[src/vec_pkg.sv]
`default_nettype none

package vec_pkg;

  // one vector register
  localparam int vlen = 256;

  // one beat on the register file port
  localparam int beat_width = 64;

  // byte enables per beat
  localparam int beat_bytes = beat_width / 8;

  // beats per register, walked in order 0 to 3
  localparam int num_beats = vlen / beat_width;
  localparam int beat_idx_width = 2;

  // 32 registers
  localparam int reg_addr_width = 5;

  // peers sharing the single port
  localparam int num_clients = 2;
  localparam int client_xfer = 0;
  localparam int client_arith = 1;

endpackage

`default_nettype wire

[src/vcmd_pkg.sv]
`default_nettype none

package vcmd_pkg;

  typedef enum logic [2:0] {
    op_load  = 3'd0,
    op_store = 3'd1,
    op_add   = 3'd2,
    op_sub   = 3'd3
  } vop_e;

  typedef enum logic {
    lane8  = 1'b0,
    lane32 = 1'b1
  } lane_e;

  // add / sub format
  typedef struct packed {
    vop_e                               op;
    logic [vec_pkg::reg_addr_width-1:0] vd;
    logic [vec_pkg::reg_addr_width-1:0] vs1;
    logic [vec_pkg::reg_addr_width-1:0] vs2;
    lane_e                              lane;
    logic [4:0]                         spare;
  } vcmd_arith_t;

  // load / store format, vd is the source register on a store
  typedef struct packed {
    vop_e                               op;
    logic [vec_pkg::reg_addr_width-1:0] vd;
    logic [7:0]                         byte_mask;
    logic [7:0]                         spare;
  } vcmd_mem_t;

  // op sits in the top 3 bits of both views
  typedef union packed {
    vcmd_arith_t arith;
    vcmd_mem_t   mem;
  } vcmd_u;

endpackage

`default_nettype wire

[src/vec_arith_unit.sv]
`timescale 1ns/1ps
`default_nettype none

module vec_arith_unit (
  input  logic                               clk,
  input  logic                               rst,
  input  logic                               start,
  input  vcmd_pkg::vcmd_arith_t              cmd,
  output logic                               done,
  output logic                               req,
  output logic                               rw,
  output logic [vec_pkg::reg_addr_width-1:0] addr,
  output logic [vec_pkg::beat_bytes-1:0]     byte_en,
  output logic [vec_pkg::beat_width-1:0]     wr_data,
  input  logic                               gnt,
  input  logic [vec_pkg::beat_width-1:0]     rd_data
);
  import vec_pkg::*;
  import vcmd_pkg::*;

  typedef enum logic [1:0] {
    a_idle, a_rd1, a_rd2, a_wr
  } arith_state_e;

  arith_state_e              state_q;
  logic [beat_idx_width-1:0] cnt_q;
  // read return pipeline
  logic                      cap_q;
  logic                      cap_second_q;
  logic [beat_idx_width-1:0] cap_idx_q;
  logic [reg_addr_width-1:0] vd_q;
  logic [reg_addr_width-1:0] vs1_q;
  logic [reg_addr_width-1:0] vs2_q;
  lane_e                     lane_q;
  logic                      sub_q;
  logic [beat_width-1:0]     buf_q [num_beats];

  // lanes wrap, no carry across lane edges
  function automatic logic [beat_width-1:0] lane_op(
    input logic [beat_width-1:0] a,
    input logic [beat_width-1:0] b,
    input logic                  sub,
    input lane_e                 lane
  );
    logic [beat_width-1:0] r8;
    logic [beat_width-1:0] r32;
    for (int i = 0; i < beat_width / 8; i++) begin
      r8[i*8 +: 8] = sub ? a[i*8 +: 8] - b[i*8 +: 8] : a[i*8 +: 8] + b[i*8 +: 8];
    end
    for (int i = 0; i < beat_width / 32; i++) begin
      r32[i*32 +: 32] = sub ? a[i*32 +: 32] - b[i*32 +: 32] : a[i*32 +: 32] + b[i*32 +: 32];
    end
    return (lane == lane32) ? r32 : r8;
  endfunction

  assign req     = (state_q != a_idle);
  assign rw      = (state_q == a_wr);
  assign byte_en = '1;
  assign wr_data = buf_q[cnt_q];

  always_comb begin
    case (state_q)
      a_rd1:   addr = vs1_q;
      a_rd2:   addr = vs2_q;
      default: addr = vd_q;
    endcase
  end

  always_ff @(posedge clk or negedge rst) begin
    if (!rst) begin
      state_q      <= a_idle;
      cnt_q        <= '0;
      cap_q        <= 1'b0;
      cap_second_q <= 1'b0;
      cap_idx_q    <= '0;
      done         <= 1'b0;
    end else begin
      done         <= 1'b0;
      cap_q        <= gnt && !rw;
      cap_second_q <= (state_q == a_rd2);
      cap_idx_q    <= cnt_q;
      if (state_q == a_idle) begin
        if (start) begin
          state_q <= a_rd1;
          cnt_q   <= '0;
        end
      end else if (gnt) begin
        cnt_q <= cnt_q + 1'b1;
        // next burst after beat 3, req stays up in between
        if (cnt_q == beat_idx_width'(num_beats - 1)) begin
          case (state_q)
            a_rd1:   state_q <= a_rd2;
            a_rd2:   state_q <= a_wr;
            default: begin
              state_q <= a_idle;
              done    <= 1'b1;
            end
          endcase
        end
      end
    end
  end

  always_ff @(posedge clk) begin
    if (start && state_q == a_idle) begin
      vd_q   <= cmd.vd;
      vs1_q  <= cmd.vs1;
      vs2_q  <= cmd.vs2;
      lane_q <= cmd.lane;
      sub_q  <= (cmd.op == op_sub);
    end
    // vs1 fills the buffer, vs2 folds into it
    if (cap_q) begin
      buf_q[cap_idx_q] <= cap_second_q ? lane_op(buf_q[cap_idx_q], rd_data, sub_q, lane_q)
                                       : rd_data;
    end
  end

endmodule

`default_nettype wire

[config.mk]
export PLATFORM = sky130hd
export DESIGN_NAME = vec_arith_unit
export DESIGN_NICKNAME = d
export VERILOG_FILES = /design/src/vec_pkg.sv /design/src/vcmd_pkg.sv /design/src/vec_arith_unit.sv
export SDC_FILE = /design/constraint.sdc
export NUM_CORES = 1
export LEC_CHECK = 0
export BUFFER_PORTS_ARGS = -buffer_cell sky130_fd_sc_hd__buf_4
export CORE_ASPECT_RATIO = 1.5
export CORE_MARGIN = 2
export CORE_UTILIZATION = 35
export CTS_BUF_LIST = sky130_fd_sc_hd__clkbuf_16
export DETAILED_ROUTE_END_ITERATION = 10
export PLACE_DENSITY = 0.65
export SLEW_MARGIN = 25
export SYNTH_ARGS = -nofsm -noshare
export SYNTH_HDL_FRONTEND = slang
export SYNTH_SLANG_ARGS = --single-unit
[constraint.sdc]
create_clock -name clk -period 5.9 [get_ports clk]
set_clock_uncertainty 0.1 [all_clocks]
set_input_delay 0.59 -clock clk [delete_from_list [all_inputs] [get_ports clk]]
set_output_delay 0.59 -clock clk [all_outputs]
set_load 0.02 [all_outputs]
==> Word level (Yosys, flattened, before mapping) <==
Memory sizes are Yosys's and may differ from the RTL's.
Index checks and enable logic that the tools add are counted.
{ "op_classes": {"eq_ne": 6, "bitwise_logic": 0, "n_mul": 0, "shift": 0, "n_div": 0, "mux": 27, "order_cmp": 0, "reduce_logical": 10, "n_addsub": 21} }
{ "op_table": {"columns": ["op", "count"], "rows": [
  ["$mux 64", 2],
  ["$add 32x32->32", 2],
  ["$add 8x8->8", 8],
  ["$mux 32", 2],
  ["$mux 8", 8],
  ["$sub 32x32->32", 2],
  ["$sub 8x8->8", 8],
  ["$mux 2", 7],
  ["$pmux 5 s2", 1],
  ["$eq 2x2->1 const B", 3],
  ["$mux 1", 6],
  ["$reduce_bool 2->1", 3],
  ["$pmux 2 s2", 1],
  ["$eq 3x2->1 const B", 1],
  ["$reduce_and 3->1", 1],
  ["$add 2x1->2 const B", 1],
  ["$eq 2x1->1 const B", 1],
  ["$logic_and 1x1->1", 2],
  ["$logic_not 2->1", 1],
  ["$ne 2x2->1 const B", 1],
  ["$reduce_and 2->1", 1],
  ["$reduce_or 2->1", 1],
  ["$logic_not 1->1", 1]
]} }
{ "word_totals": {"reg_bits": 26, "wordCells": 76, "memories": 1, "ramBits": 256, "rom_bits": 0, "latch_bits": 0, "output_inout_bits": 80, "in_bits": 92} }
{ "mem_list": {"columns": ["memory", "depth", "width", "rd", "rd_clocked_by_memory_dff", "write_ports", "line_no", "rtl"], "rows": [
  ["buf_q", 4, 64, 2, 0, 1, "vec_arith_unit.sv:36", "logic [beat_width-1:0] buf_q [num_beats];"]
]} }

==> Longest topological paths before layout <==
Gate-level depths: netlist (run 1).
{ "depth": {"word_depth": 6, "depth_mapped": 18, "mapped_depth_nobuf": 17} }

==> Worst setup path after synthesis (run 1) <==
Ideal clock, no wire load.
{ "synth_timing": {"kind": "reg-to-reg", "startpoint": "register cap_idx_q[0]", "endpoint": "memory buf_q[0][0], enable pin", "setup_ps": 578, "setup_slack_ps": -607, "path_stages_with_launch": 5, "required_time_ps": 5222, "period_less_slack_ps": 6507, "path_buffers": 3, "arrival_time_ps": 5829, "cell_sequence": "dfrtp_1 -> clkbuf_1 -> buf_1 -> buf_1 -> nor3b_1"} }
{ "synth_lines": {"columns": ["element", "line_no", "rtl"], "rows": [
  ["from (decl)", "vec_arith_unit.sv:30", "logic [beat_idx_width-1:0] cap_idx_q;"],
  ["from (signal assigned)", "vec_arith_unit.sv:81", "cap_idx_q <= cnt_q;"],
  ["to (decl)", "vec_arith_unit.sv:36", null]
]} }
Straight into the memory's write port.

==> Final worst setup path (run 1) <==
{ "layout_timing": {"startpoint": "register cap_idx_q[0]", "endpoint": "memory buf_q[1][59], data pin"} }
{ "layout_via": {"elab_chain_len": 5, "word_cells_on_any_way": 9, "cone_classes": "add/sub: 4; mux: 4; memory: 1"} }
{ "layout_lines": {"columns": ["element", "line_no", "rtl"], "rows": [
  ["$mem_v2 4x64 *", null, null],
  ["$add 32x32->32 (tied with other cells)", "vec_arith_unit.sv:51", "r32[i*32 +: 32] = sub ? a[i*32 +: 32] - b[i*32 +: 32] : a[i*32 +: 32] + b[i*32 +: 32];"],
  ["$mux 32 / $mux 8 (equally long branches)", "vec_arith_unit.sv:51, vec_arith_unit.sv:48", null],
  ["$mux 64 *", "vec_arith_unit.sv:53", "return (lane == lane32) ? r32 : r8;"],
  ["$mux 64 *", "vec_arith_unit.sv:114", "buf_q[cap_idx_q] <= cap_second_q ? lane_op(buf_q[cap_idx_q], rd_data, sub_q, lane_q)"]
]} }
Every way passes the cells marked *; elsewhere a longest branch is shown, timed or not.

==> impl.org, run 1 <==
** Setup path
- Slowest stage delay, CP :: 0.76 ns
- Crit path required time :: 6.07 ns
- Arrival @ worst endpoint :: 5.20 ns
- Biggest fanout along the worst timing path :: 38
- CP max-delay cell :: sky130_fd_sc_hd__dfrtp_4
- Cell repeated most along the worst path :: sky130_fd_sc_hd__nor4_1
- The critical path goes through buf_12 -> mux4_2 -> ha_1 -> o21a_1 -> o31a_2 -> o21ai_2 -> o31a_1 -> o41ai_4 -> a21oi_1 -> o31ai_2 -> nor4_1 -> nor4_1.
- Worst setup path category :: reg2reg
- Crit start category :: flop
- Kind of capture point of the worst setup path :: flop

** Placed design
- The number of placed instances, taps included, is 2460.
- The congestion estimate from routability-driven global placement came to 0.900.
- Input/output buffers :: 158
- Detailed placement ended at an HPWL of 39800 um.

** Floorplanning
- The initialized floorplan defines 106 standard-cell rows.
- The die is 294 um tall.
- From left edge to right edge, the die measures 198 um.
- The floorplan step defined a die boundary enclosing 58200 um^2.
- Once the floorplan was initialized, standard cells occupied 35.3% of the core.
- Area of the placeable core :: 55700 um^2
- 172 I/O pins were placed.

** Layout
- Number of fill cells in the layout :: 5239
- Registers take 8440 um^2.
- Area of combinational cells with multiple inputs :: 10700 um^2
- Nets :: 2009
- At the end of the flow the core is filled with cells to 40.6%.
- Non-filler instance count after layout :: 2515
- The area growth from synthesis to layout is 14.9%.
- Layout cells sized above 1 :: 21.7%

** Detailed routing
- Detailed-route vias per instance :: 5.70
- The detailed router finished its first iteration with 1026 violations.
- The final layout contains routed wiring with a total length of 54600 um.
- Antenna violation net count after detailed routing :: 0
- Detailed routing inserted a total of 14.3k vias.
- After detailed routing, the number of remaining DRC violations is 0.
- WL/cell :: 21.7 um
- Number of detailed-routing iterations run before antenna repair :: 5

** Yosys
- Leading cell type by number of instances after synthesis :: sky130_fd_sc_hd__edfxtp_1
- The synthesized design contains 273 enable-type register cells.
- Warnings, synthesis :: 0
- Fraction of synthesis flops using an asynchronous set or reset pin :: 3.19%
- Syn avg cell area :: 11.8 um^2
- Sequential-to-total area share from yosys stat :: 42.8%
- Post-synthesis cell count :: 1664
- In the post-synthesis netlist, the biggest area contributors are sky130_fd_sc_hd__edfxtp_1 (42%), sky130_fd_sc_hd__mux4_2 (15%), sky130_fd_sc_hd__ha_1 (7.6%).
- Dominant register cell in the synthesized netlist :: sky130_fd_sc_hd__edfxtp_1
- The cell area that synthesis handed to floorplanning was 19700 um^2.
- Ranking of synthesized cells by instance count :: sky130_fd_sc_hd__edfxtp_1 (273), sky130_fd_sc_hd__a21oi_1 (162), sky130_fd_sc_hd__nor2_1 (147)
- Summed over all instances, the cell type with the most area after synthesis is sky130_fd_sc_hd__edfxtp_1.
- Number of synthesized register bits :: 282
- In this run the biggest area consumer among cell types represents 41.6% of the synthesized area.
- Synthesis instantiated 70 different standard cells from the library.

** Clock network
- No sink is reached through more buffers than the 3 on the longest clock path.
- The clock reaches the later pin of the worst-skew pair after 0.57 ns.
- Root cell of the clock tree :: sky130_fd_sc_hd__clkbuf_16
- Clock buffer count from CTS :: 28
- H-tree lvl count :: 1
- TritonCTS Sinks :: 282
- After clock tree synthesis, the clock-pin slew on the worst setup and hold paths is 0.06 ns.
- Setup repair bufs after CTS :: 0
- Clock tree from TritonCTS :: yes

** Timing
- The final count of pins violating max slew came to 0.
- Derived from the worst setup path, the maximum achievable clock frequency is 199 MHz.
- Sum of negative setup slack :: 0 ns
- Final clock period utilization by the worst path :: 85.2%
- For the pin with the worst max-slew slack, the measured transition is 0.996 ns.
- Setup violations remaining at the end of the flow were counted as 0.
- Tightest slew margin relative to the limit :: 33.4%
- Unrepaired setup endpoints after global routing :: no
- The final hold violation count came to 0.
- After layout, the minimum clock period comes to 5.03 ns.

** Status
- Outcome :: finished, final reports clean

** Global routing
- Global routing used 18.7% of the available tracks.
- Largest net degree at the start of global routing :: 50
- The first global-routing pass estimated 84400 um of wire.
- Antenna violations before repair :: 5
- Vias in the first global route :: 15.0k
- For this run the aggregate overflow at the end of global routing stands at 0.

** Power and ir drop
- IR Drop Worst-Case VDD :: 0.000364 V
- In this run the static leakage power is 8.42 nW.
- Dividing total power by cell area gives a power density of 612 nW/um^2.

** Worst hold path
- Type of the worst min-delay path :: in2reg

** Flow run
- Max-cap check violation count :: 0
layout make-up:
| type | instances | share of cell area (%) |
|---|---|---|
| Antenna cell | 1 | 0.0111 |
| Clock buffer | 32 | 3.54 |
| Clock inverter | 20 | 0.647 |
| Inverter | 57 | 0.946 |
| Multi-Input combinational cell | 1238 | 47.4 |
| Sequential cell | 282 | 37.3 |
| Tap cell | 702 | 3.88 |
| Timing Repair Buffer | 183 | 6.30 |
kinds of logic after synthesis:
group                    Yosys count  synth area share (%)
AO/OA/AOI/OAI                    415                  13.3
AND/OR/NAND/NOR                  352                  8.37
flip-flops                       282                  42.8
XOR/XNOR                         182                  8.10
multiplexers                     154                  16.0
buffers and inverters            151                  3.03
adder cells (fa/ha/maj)          127                  8.38
other                              1                0.0190
state kept, by name, summed over array words and instances, names as in the netlist:
signal,count
vs1_q,5
state_q,2
cnt_q,2
buf_q,256
sub_q,1
cap_second_q,1
vd_q,5
vs2_q,5
done,1
lane_q,1
cap_idx_q,2
cap_q,1
critical path: cells and delay by family, from the launching register on:
kind / cells / cell delay, ns
AOI/OAI and AO/OA: 7 / 1.77
adders and majority gates: 1 / 0.36
buffers and inverters: 1 / 0.38
DFF: 1 / 0.76
muxes: 1 / 0.56
and+or+nand+nor: 2 / 0.75
routing by layer:
layer	GRT usage [%]	vias up	routed length, um
met5	0	-	57
met4	6.27	8	1680
met2	35.7	400	29600
met3	2.31	97	2330
met1	21.2	7207	21000
li1	-	6611	-
path summary, 6_finish.rpt:
check,from,to,slack (ns),cells past startpoint
setup / recovery,cap_idx_q[0]$_DFF_PN0_,buf_q[1][59]$_DFFE_PP_,0.87,12
hold / removal,cmd[14],vs1_q[3]$_DFFE_PP_,0.1,1
setup reg to reg,cap_idx_q[0]$_DFF_PN0_,buf_q[1][59]$_DFFE_PP_,0.87,12
hold reg to reg,state_q[1]$_DFFE_PN0P_,state_q[1]$_DFFE_PN0P_,0.53,2
max in group asynchronous,rst,cap_idx_q[0]$_DFF_PN0_,5.26,2
min in group asynchronous,rst,done$_DFF_PN0_,0.29,2
layout by cell type (no fill, tap or decap), types with 7 or more instances in the layout:
| master | n |
|---|---|
| sky130_fd_sc_hd__a211oi_1 | 9 |
| sky130_fd_sc_hd__a21o_1 | 65 |
| sky130_fd_sc_hd__a21oi_1 | 162 |
| sky130_fd_sc_hd__a22oi_1 | 9 |
| sky130_fd_sc_hd__a31oi_1 | 22 |
| sky130_fd_sc_hd__and3_1 | 11 |
| sky130_fd_sc_hd__buf_4 | 177 |
| sky130_fd_sc_hd__clkbuf_16 | 32 |
| sky130_fd_sc_hd__conb_1 | 8 |
| sky130_fd_sc_hd__edfxtp_1 | 273 |
| sky130_fd_sc_hd__fa_1 | 8 |
| sky130_fd_sc_hd__ha_1 | 119 |
| sky130_fd_sc_hd__inv_1 | 57 |
| sky130_fd_sc_hd__mux2_2 | 11 |
| sky130_fd_sc_hd__mux2i_1 | 15 |
| sky130_fd_sc_hd__mux4_2 | 128 |
| sky130_fd_sc_hd__nand2_1 | 65 |
| sky130_fd_sc_hd__nand2b_1 | 16 |
| sky130_fd_sc_hd__nand3_1 | 18 |
| sky130_fd_sc_hd__nand4_1 | 7 |
| sky130_fd_sc_hd__nor2_1 | 146 |
| sky130_fd_sc_hd__nor2b_1 | 16 |
| sky130_fd_sc_hd__nor3_1 | 30 |
| sky130_fd_sc_hd__nor4_1 | 8 |
| sky130_fd_sc_hd__o21a_1 | 7 |
| sky130_fd_sc_hd__o21ai_0 | 61 |
| sky130_fd_sc_hd__o21bai_1 | 13 |
| sky130_fd_sc_hd__o221ai_1 | 7 |
| sky130_fd_sc_hd__o31ai_1 | 8 |
| sky130_fd_sc_hd__or3_1 | 7 |
| sky130_fd_sc_hd__xnor2_1 | 140 |
| sky130_fd_sc_hd__xor2_1 | 42 |
metrics by stage:
step | power [mW] | area [um^2] | hold WS (ns) | worst slack, ns
after floorplan | 9.53 | 19700 | 0.194 | 0.835
after global placement | 11.9 | 21600 | 0.323 | 0.657
after detailed placement | 12.1 | 21600 | 0.322 | 0.486
after CTS | 13.9 | 22600 | 0.0653 | 0.835
after global routing | 14.8 | 22600 | 0.0756 | 0.539
final | 13.9 | 22600 | 0.0981 | 0.872
timing repair:
action,CTS,global route
hold buffers,1,0
gates resized for setup,0,0
hold endpoints to repair,9,0
report_power, final:
part / switching, mW / total [mW] / internal, mW
combinational: 4.92 / 8.76 / 3.84
sequential: 0.385 / 3.26 / 2.88
clock: 0.804 / 1.83 / 1.02
total: 6.11 / 13.9 / 7.74
(Power assumes the default switching activity.)
==> run 2, diff against run 1 <==
- CORE_UTILIZATION: 35 -> 45
- PLACE_DENSITY: 0.65 -> 0.77
==> impl.org, run 2 (synthesized netlist as in run 1, its figures left out) <==
** Status
- Outcome :: finished, final reports clean

** Floorplanning
- Number of primary I/O pins :: 172
- Height of the die :: 260 um
- Num rows :: 93
- Die area :: 45500 um^2
- Area of the placeable core :: 43100 um^2
- Overall die width :: 175 um
- Once the floorplan was initialized, standard cells occupied 45.7% of the core.

** Timing
- Highest clock frequency the design can meet :: 194 MHz
- WHS :: 0.0889 ns
- Setup repair after global routing left no endpoint under its margin.
- Measured against its own limit, the worst slew margin works out to 34.0%.
- Final critical path time including I/O delays and setup :: 5.17 ns
- The final hold violation count came to 0.
- After layout, the worst path uses 87.5% of the clock period.
- In the final timing run, aggregate negative setup slack is 0 ns.
- At the pin with the least slew margin, the transition time is 0.987 ns.
- Count of final setup violators :: 0
- Max-slew violation count :: 0

** Clock network
- TritonCTS built the clock tree.
- H-tree lvl count :: 1
- In this run the deepest clock path goes through 3 buffers.
- After clock tree synthesis, the clock-pin slew on the worst setup and hold paths is 0.06 ns.
- TritonCTS Sinks :: 282
- Root cell of the clock tree :: sky130_fd_sc_hd__clkbuf_16
- CTS-repair resized insts :: 0
- In this run, CTS created clock tree buffers numbering 27.
- Clock network latency to the later pin of the worst-skew pair :: 0.58 ns

** Layout
- Max FFs per register :: 256
- Commonest non-fill, non-tap cell in the layout :: sky130_fd_sc_hd__edfxtp_1
- At the end of the flow, the number of nets in the layout was 2005.
- Most frequent cells in the layout :: sky130_fd_sc_hd__edfxtp_1 (273), sky130_fd_sc_hd__buf_4 (174), sky130_fd_sc_hd__a21oi_1 (162)
- More flip-flops sit in one register than any other, and that register is buf_q.
- Once layout is complete, the utilization of the core stands at 52.1%.
- Non-filler instance count after layout :: 2377
- Layout cells sized above 1 :: 21.4%
- Synth-to-layout area growth :: 13.9%
- Number of fill cells in the layout :: 3695
- Inserted Diodes :: 0

** Flow run
- Across the run, the number of max-cap violations was 0.

** Global routing
- For this run the aggregate overflow at the end of global routing stands at 0.
- The initial antenna violation count is 2.
- Entering global routing, the biggest net connects 71 pins.
- First-pass GRT wire length :: 79700 um
- The via count of the first global-routing pass came to 14.7k.
- Gr usage total :: 22.4%

** Detailed routing
- Post-Route WL :: 51500 um
- WL/cell :: 21.6 um
- The detailed router used layers up to and including met5.
- In the detailed route, the total length drawn on met3 is 2820 um.
- Detailed-route vias per instance :: 6.00
- Summed over all nets, wire length on met2 after detailed routing comes to 27400 um.
- Iteration-0 DRC count of the detailed router :: 1006
- Vias :: 14.3k
- The pre-antenna-repair detailed-routing pass consisted of 5 iterations.
- Number of remaining DRC errors :: 0
- Antenna violation net count after detailed routing :: 0
- In the final routing, the length of wire on met1 measures 19500 um.

** Placed design
- Once detailed placement completed, the half-perimeter wirelength came to 36700 um.
- Number of instances in the placed design :: 2325
- Input/output buffers :: 158
- Routability congestion estimate from global placement :: 0.907

** Setup path
- Flop-to-flop setup slack :: 0.73 ns
- Arrival @ worst endpoint :: 5.34 ns
- Kind of capture point of the worst setup path :: flop
- Crit start category :: flop
- The setup path with the least slack is of type reg2reg.
- Crit path required time :: 6.07 ns
- Of all nets on the critical path, the largest fanout is 26.

** Power and ir drop
- IR Drop Worst-Case VDD :: 0.000395 V
- Net switching is 43.6% of the power.
- Registers are responsible for 23.4% of the overall power.
- For this design the static power due to leakage is 8.41 nW.
- Ratio of total power to cell area :: 614 nW/um^2
- Part of the total power dissipated in combinational logic :: 63.4%
- Internal power consumption :: 7.77 mW
- In this run, the clock network consumes 13.3% of the power.
- In this run the power spent charging and discharging nets is 6.01 mW.

** Worst hold path
- Type of the worst min-delay path :: in2reg
-- run 2: cell type report --
| class | count | area (um^2) | share of cell area (%) |
|---|---|---|---|
| well taps | 570 | 713 | 3.18 |
| clock inverters | 23 | 243 | 1.08 |
| repair buffers | 180 | 1420 | 6.35 |
| flip-flops and latches | 282 | 8440 | 37.6 |
| inverters | 57 | 214 | 0.954 |
| multi-input cells | 1238 | 10700 | 47.8 |
| clock buffers | 27 | 676 | 3.01 |
-- run 2: metrics by stage --
stage          power [mW]  worst slack [ns]  cell area [um^2]
4_1_cts              13.8             0.641             22400
3_3_place_gp         11.7             0.717             21400
2_1_floorplan        9.53             0.835             19700
6_report             13.8             0.735             22400
5_1_grt              14.7             0.423             22400
3_5_place_dp         11.9             0.686             21500
-- run 2: path summary, 6_finish.rpt --
kind                                   startpoint                endpoint  depth (start not counted)
setup / recovery           cap_idx_q[0]$_DFF_PN0_  buf_q[1][59]$_DFFE_PP_                         12
hold / removal                            cmd[19]       vd_q[3]$_DFFE_PP_                          1
setup reg to reg           cap_idx_q[0]$_DFF_PN0_  buf_q[1][59]$_DFFE_PP_                         12
hold reg to reg            state_q[1]$_DFFE_PN0P_  state_q[1]$_DFFE_PN0P_                          2
max in group asynchronous                     rst  cap_idx_q[1]$_DFF_PN0_                          2
min in group asynchronous                     rst  state_q[1]$_DFFE_PN0P_                          2
-- run 2: per-layer routing --
layer  track usage (%)  vias to the layer above
met2              41.7                      483
li1                  -                     6602
met3              2.97                      105
met4              8.52                        4
met5                 0                        -
met1              26.1                     7078
-- run 2: power groups by stage --
stage | Clock, mW | Combinational, mW | Sequential [mW]
final | 1.83 | 8.73 | 3.22
after global routing | 1.92 | 9.50 | 3.29
after CTS | 1.87 | 8.63 | 3.29
after detailed placement | 0 | 8.56 | 3.34
after global placement | 0 | 8.34 | 3.32
after floorplan | 0 | 6.50 | 3.04
-- run 2: worst max-delay path, stage by stage, from the launching register on --
cell	delay, ns
sky130_fd_sc_hd__dfrtp_4	0.71
sky130_fd_sc_hd__buf_4	0.56
sky130_fd_sc_hd__mux4_2	0.60
sky130_fd_sc_hd__ha_1	0.29
sky130_fd_sc_hd__nor2b_1	0.19
sky130_fd_sc_hd__o31a_2	0.19
sky130_fd_sc_hd__o21ai_2	0.10
sky130_fd_sc_hd__o31a_1	0.30
sky130_fd_sc_hd__o41ai_4	0.42
sky130_fd_sc_hd__a21oi_1	0.20
sky130_fd_sc_hd__o31ai_2	0.43
sky130_fd_sc_hd__nor4_1	0.08
sky130_fd_sc_hd__nor4_1	0.66
-- run 2: what timing repair did --
| action | in CTS | in global routing |
|---|---|---|
| endpoints found under the setup margin | 0 | 0 |
| endpoints found under the hold margin | 9 | 0 |
| setup buffers | 0 | 0 |
| hold buffers | 1 | 0 |
==> run 3, diff against run 2 <==
--- a/config.mk
+++ b/config.mk
@@ -9,3 +9,3 @@
 export CORE_ASPECT_RATIO = 1.5
-export CORE_MARGIN = 2
+export CORE_MARGIN = 1.5
 export CORE_UTILIZATION = 45
==> constraint.sdc (replaced) <==
create_clock -name clk -period 5.9 [get_ports clk]
set_clock_uncertainty 0.1 [all_clocks]
set_input_delay 0.295 -clock clk [delete_from_list [all_inputs] [get_ports clk]]
set_output_delay 0.295 -clock clk [all_outputs]
set_load 0.02 [all_outputs]
==> impl.org, run 3 (synthesized netlist as in run 1, its figures left out) <==
** Detailed routing
- For this block, the via count after detailed routing is 14.4k.
- WL/cell :: 21.4 um
- Number of detailed-routing iterations run before antenna repair :: 5
- For this run, design rule violations remaining after detail routing come to 0.
- Iteration-0 DRC count of the detailed router :: 1274
- Using the TritonRoute via totals, the vias-per-cell ratio works out to 6.01.
- Antenna violation net count after detailed routing :: 0
- Post-Route WL :: 51300 um

** Flow run
- Max-cap violations in this run came to 0.

** Clock network
- The clock reaches the later pin of the worst-skew pair after 0.56 ns.
- The clock drives 282 sinks.
- CTS Hold Buffers Added :: 22
- Clock tree from TritonCTS :: yes
- The root buffer cell chosen for the clock tree is sky130_fd_sc_hd__clkbuf_16.
- Clock edge transition at the registers on the reported setup and hold paths :: 0.07 ns
- Counting along the longest clock path gives a buffer depth of 3.
- In this run, CTS created clock tree buffers numbering 27.
- CTS-repair resized insts :: 0
- Setup repair bufs after CTS :: 0
- H-tree lvl count :: 1

** Placed design
- Routability congestion estimate from global placement :: 0.903
- Final HPWL from detailed placement :: 35900 um
- Once placement completed, the tool counted placed cells totaling 2321.
- Placed Instance Area :: 21400 um^2
- Input/output buffers :: 158
- Worst-case setup slack after placement :: 0.780 ns

** Layout
- Layout cells sized above 1 :: 20.8%
- After routing the design area is 22500 um^2.
- The number of antenna diodes in the final layout is 0.
- Number of fill cells in the layout :: 3701
- Relative to the synthesized area, the layout overhead comes to 14.2%.
- Non-filler instance count after layout :: 2391
- Summing all multi-input logic gate instances after layout gives 10700 um^2.
- The register with the most flip-flops in the final layout is buf_q.
- Commonest non-fill, non-tap cell in the layout :: sky130_fd_sc_hd__edfxtp_1
- Registers take 8440 um^2.
- At the end of the flow, the number of nets in the layout was 2022.
- Max FFs per register :: 256
- Most frequent cells in the layout :: sky130_fd_sc_hd__edfxtp_1 (273), sky130_fd_sc_hd__buf_4 (171), sky130_fd_sc_hd__a21oi_1 (162)

** Timing
- Setup violations remaining at the end of the flow were counted as 0.
- Tightest slew margin relative to the limit :: 28.7%
- Unrepaired setup endpoints after global routing :: no
- Final clock period utilization by the worst path :: 87.6%
- Slack of the critical path :: 0.732 ns
- Worst Max-Slew Pin Slew :: 1.06 ns
- Highest clock frequency the design can meet :: 193 MHz
- After routing, the total negative slack on setup checks comes to 0 ns.
- Max-slew violation count :: 0
- Final critical path time including I/O delays and setup :: 5.17 ns
- The final hold violation count is 0.

** Power and ir drop
- The completed layout was analyzed and its total power is 13.6 mW.
- The analysis attributes to cell leakage a power of 8.42 nW.
- In this run the power density over the cells is 604 nW/um^2.
- IR Drop Worst-Case VDD :: 0.000421 V

** Global routing
- For this run, the total global-route usage over all layers was measured as 22.6%.
- Global route overflow :: 0
- The via count of the first global-routing pass came to 14.9k.
- The first global-routing pass estimated 80200 um of wire.
- Largest net degree at the start of global routing :: 71
- Antenna violations before repair :: 3

** Floorplanning
- The floorplan has 93 rows.
- Die area :: 45000 um^2
- Measured along the x axis, the die boundary spans 174 um.
- The floorplan step defined a core boundary enclosing 43100 um^2.
- Number of primary I/O pins :: 172
- For this configuration, the core starts out at a cell density of 45.7%.
- The floorplan step set the die height to 259 um.

** Worst hold path
- The path class of the tightest hold or removal check is in2reg.

** Setup path
- Crit path required time :: 6.11 ns
- Worst setup path category :: reg2reg
- Crit start category :: flop
- Biggest fanout along the worst timing path :: 22
- The worst setup path is captured at a flop.
- Arrival @ worst endpoint :: 5.38 ns

** Status
- Outcome :: finished, final reports clean
==> run 3: cell types whose count changed in the layout (fill, tap and decap cells not counted), moves of 2 or more <==
cell / delta
sky130_fd_sc_hd__buf_4: -3
sky130_fd_sc_hd__inv_6: -2
sky130_fd_sc_hd__clkinv_1: +2
sky130_fd_sc_hd__inv_1: -2
sky130_fd_sc_hd__dlygate4sd3_1: +21
sky130_fd_sc_hd__bufinv_16: -3
sky130_fd_sc_hd__clkinv_2: +2
==> run 3: through the flow <==
stage	hold WS, ns	util [%]
4_1_cts	0.0144	52.2
5_1_grt	0.0312	52.2
6_report	0.0326	52.2
3_5_place_dp	0.0302	49.8
3_3_place_gp	0.0270	49.7
2_1_floorplan	-0.101	-
==> run 3: final cells by class <==
cell class              instances  area share, %
clock buffers                  27           3.00
clock inverters                20          0.645
inverters                      57          0.952
multi-input cells            1238           47.7
flip-flops and latches        282           37.5
well taps                     570           3.17
repair buffers                197           7.01
==> run 3: power breakdown <==
group	switching, mW	leakage (nW)	internal, mW
Clock	0.743	0.420	0.913
Combinational	4.86	5.40	3.82
Sequential	0.350	2.60	2.88
==> run 3: worst paths after layout <==
kind / start / end / slack, ns / cells past startpoint
max: cap_idx_q[0]$_DFF_PN0_ / buf_q[2][29]$_DFFE_PP_ / 0.73 / 11
min: rd_data[36] / buf_q[1][36]$_DFFE_PP_ / 0.03 / 2
min reg2reg: state_q[1]$_DFFE_PN0P_ / cap_q$_DFF_PN0_ / 0.54 / 2
min in group asynchronous: rst / cap_idx_q[0]$_DFF_PN0_ / 0.67 / 3
max in group asynchronous: rst / cap_idx_q[1]$_DFF_PN0_ / 4.70 / 3
max reg2reg: cap_idx_q[0]$_DFF_PN0_ / buf_q[2][29]$_DFFE_PP_ / 0.73 / 11
==> run 3: worst max-delay path, stage by stage, from the launching register on <==
cell and delay [ns]:
sky130_fd_sc_hd__dfrtp_4 0.74, sky130_fd_sc_hd__mux4_2 0.57, sky130_fd_sc_hd__ha_1 0.37, sky130_fd_sc_hd__o21ai_0 0.22, sky130_fd_sc_hd__a21oi_1 0.12, sky130_fd_sc_hd__o41ai_2 0.56
sky130_fd_sc_hd__o21ai_1 0.24, sky130_fd_sc_hd__a2111oi_0 0.78, sky130_fd_sc_hd__nor3_1 0.14, sky130_fd_sc_hd__o21ai_0 0.25, sky130_fd_sc_hd__mux2_2 0.36, sky130_fd_sc_hd__a221oi_1 0.46
==> run 3: layer usage <==
metal	track usage (%)	up-vias	part of all wire [%]	wire length (um)
li1	-	6633	-	-
met1	26.4	7134	38	19600
met2	41.8	473	53	27000
met3	2.96	131	5.1	2640
met4	9.17	6	3.8	1970
met5	0	-	0.10	52
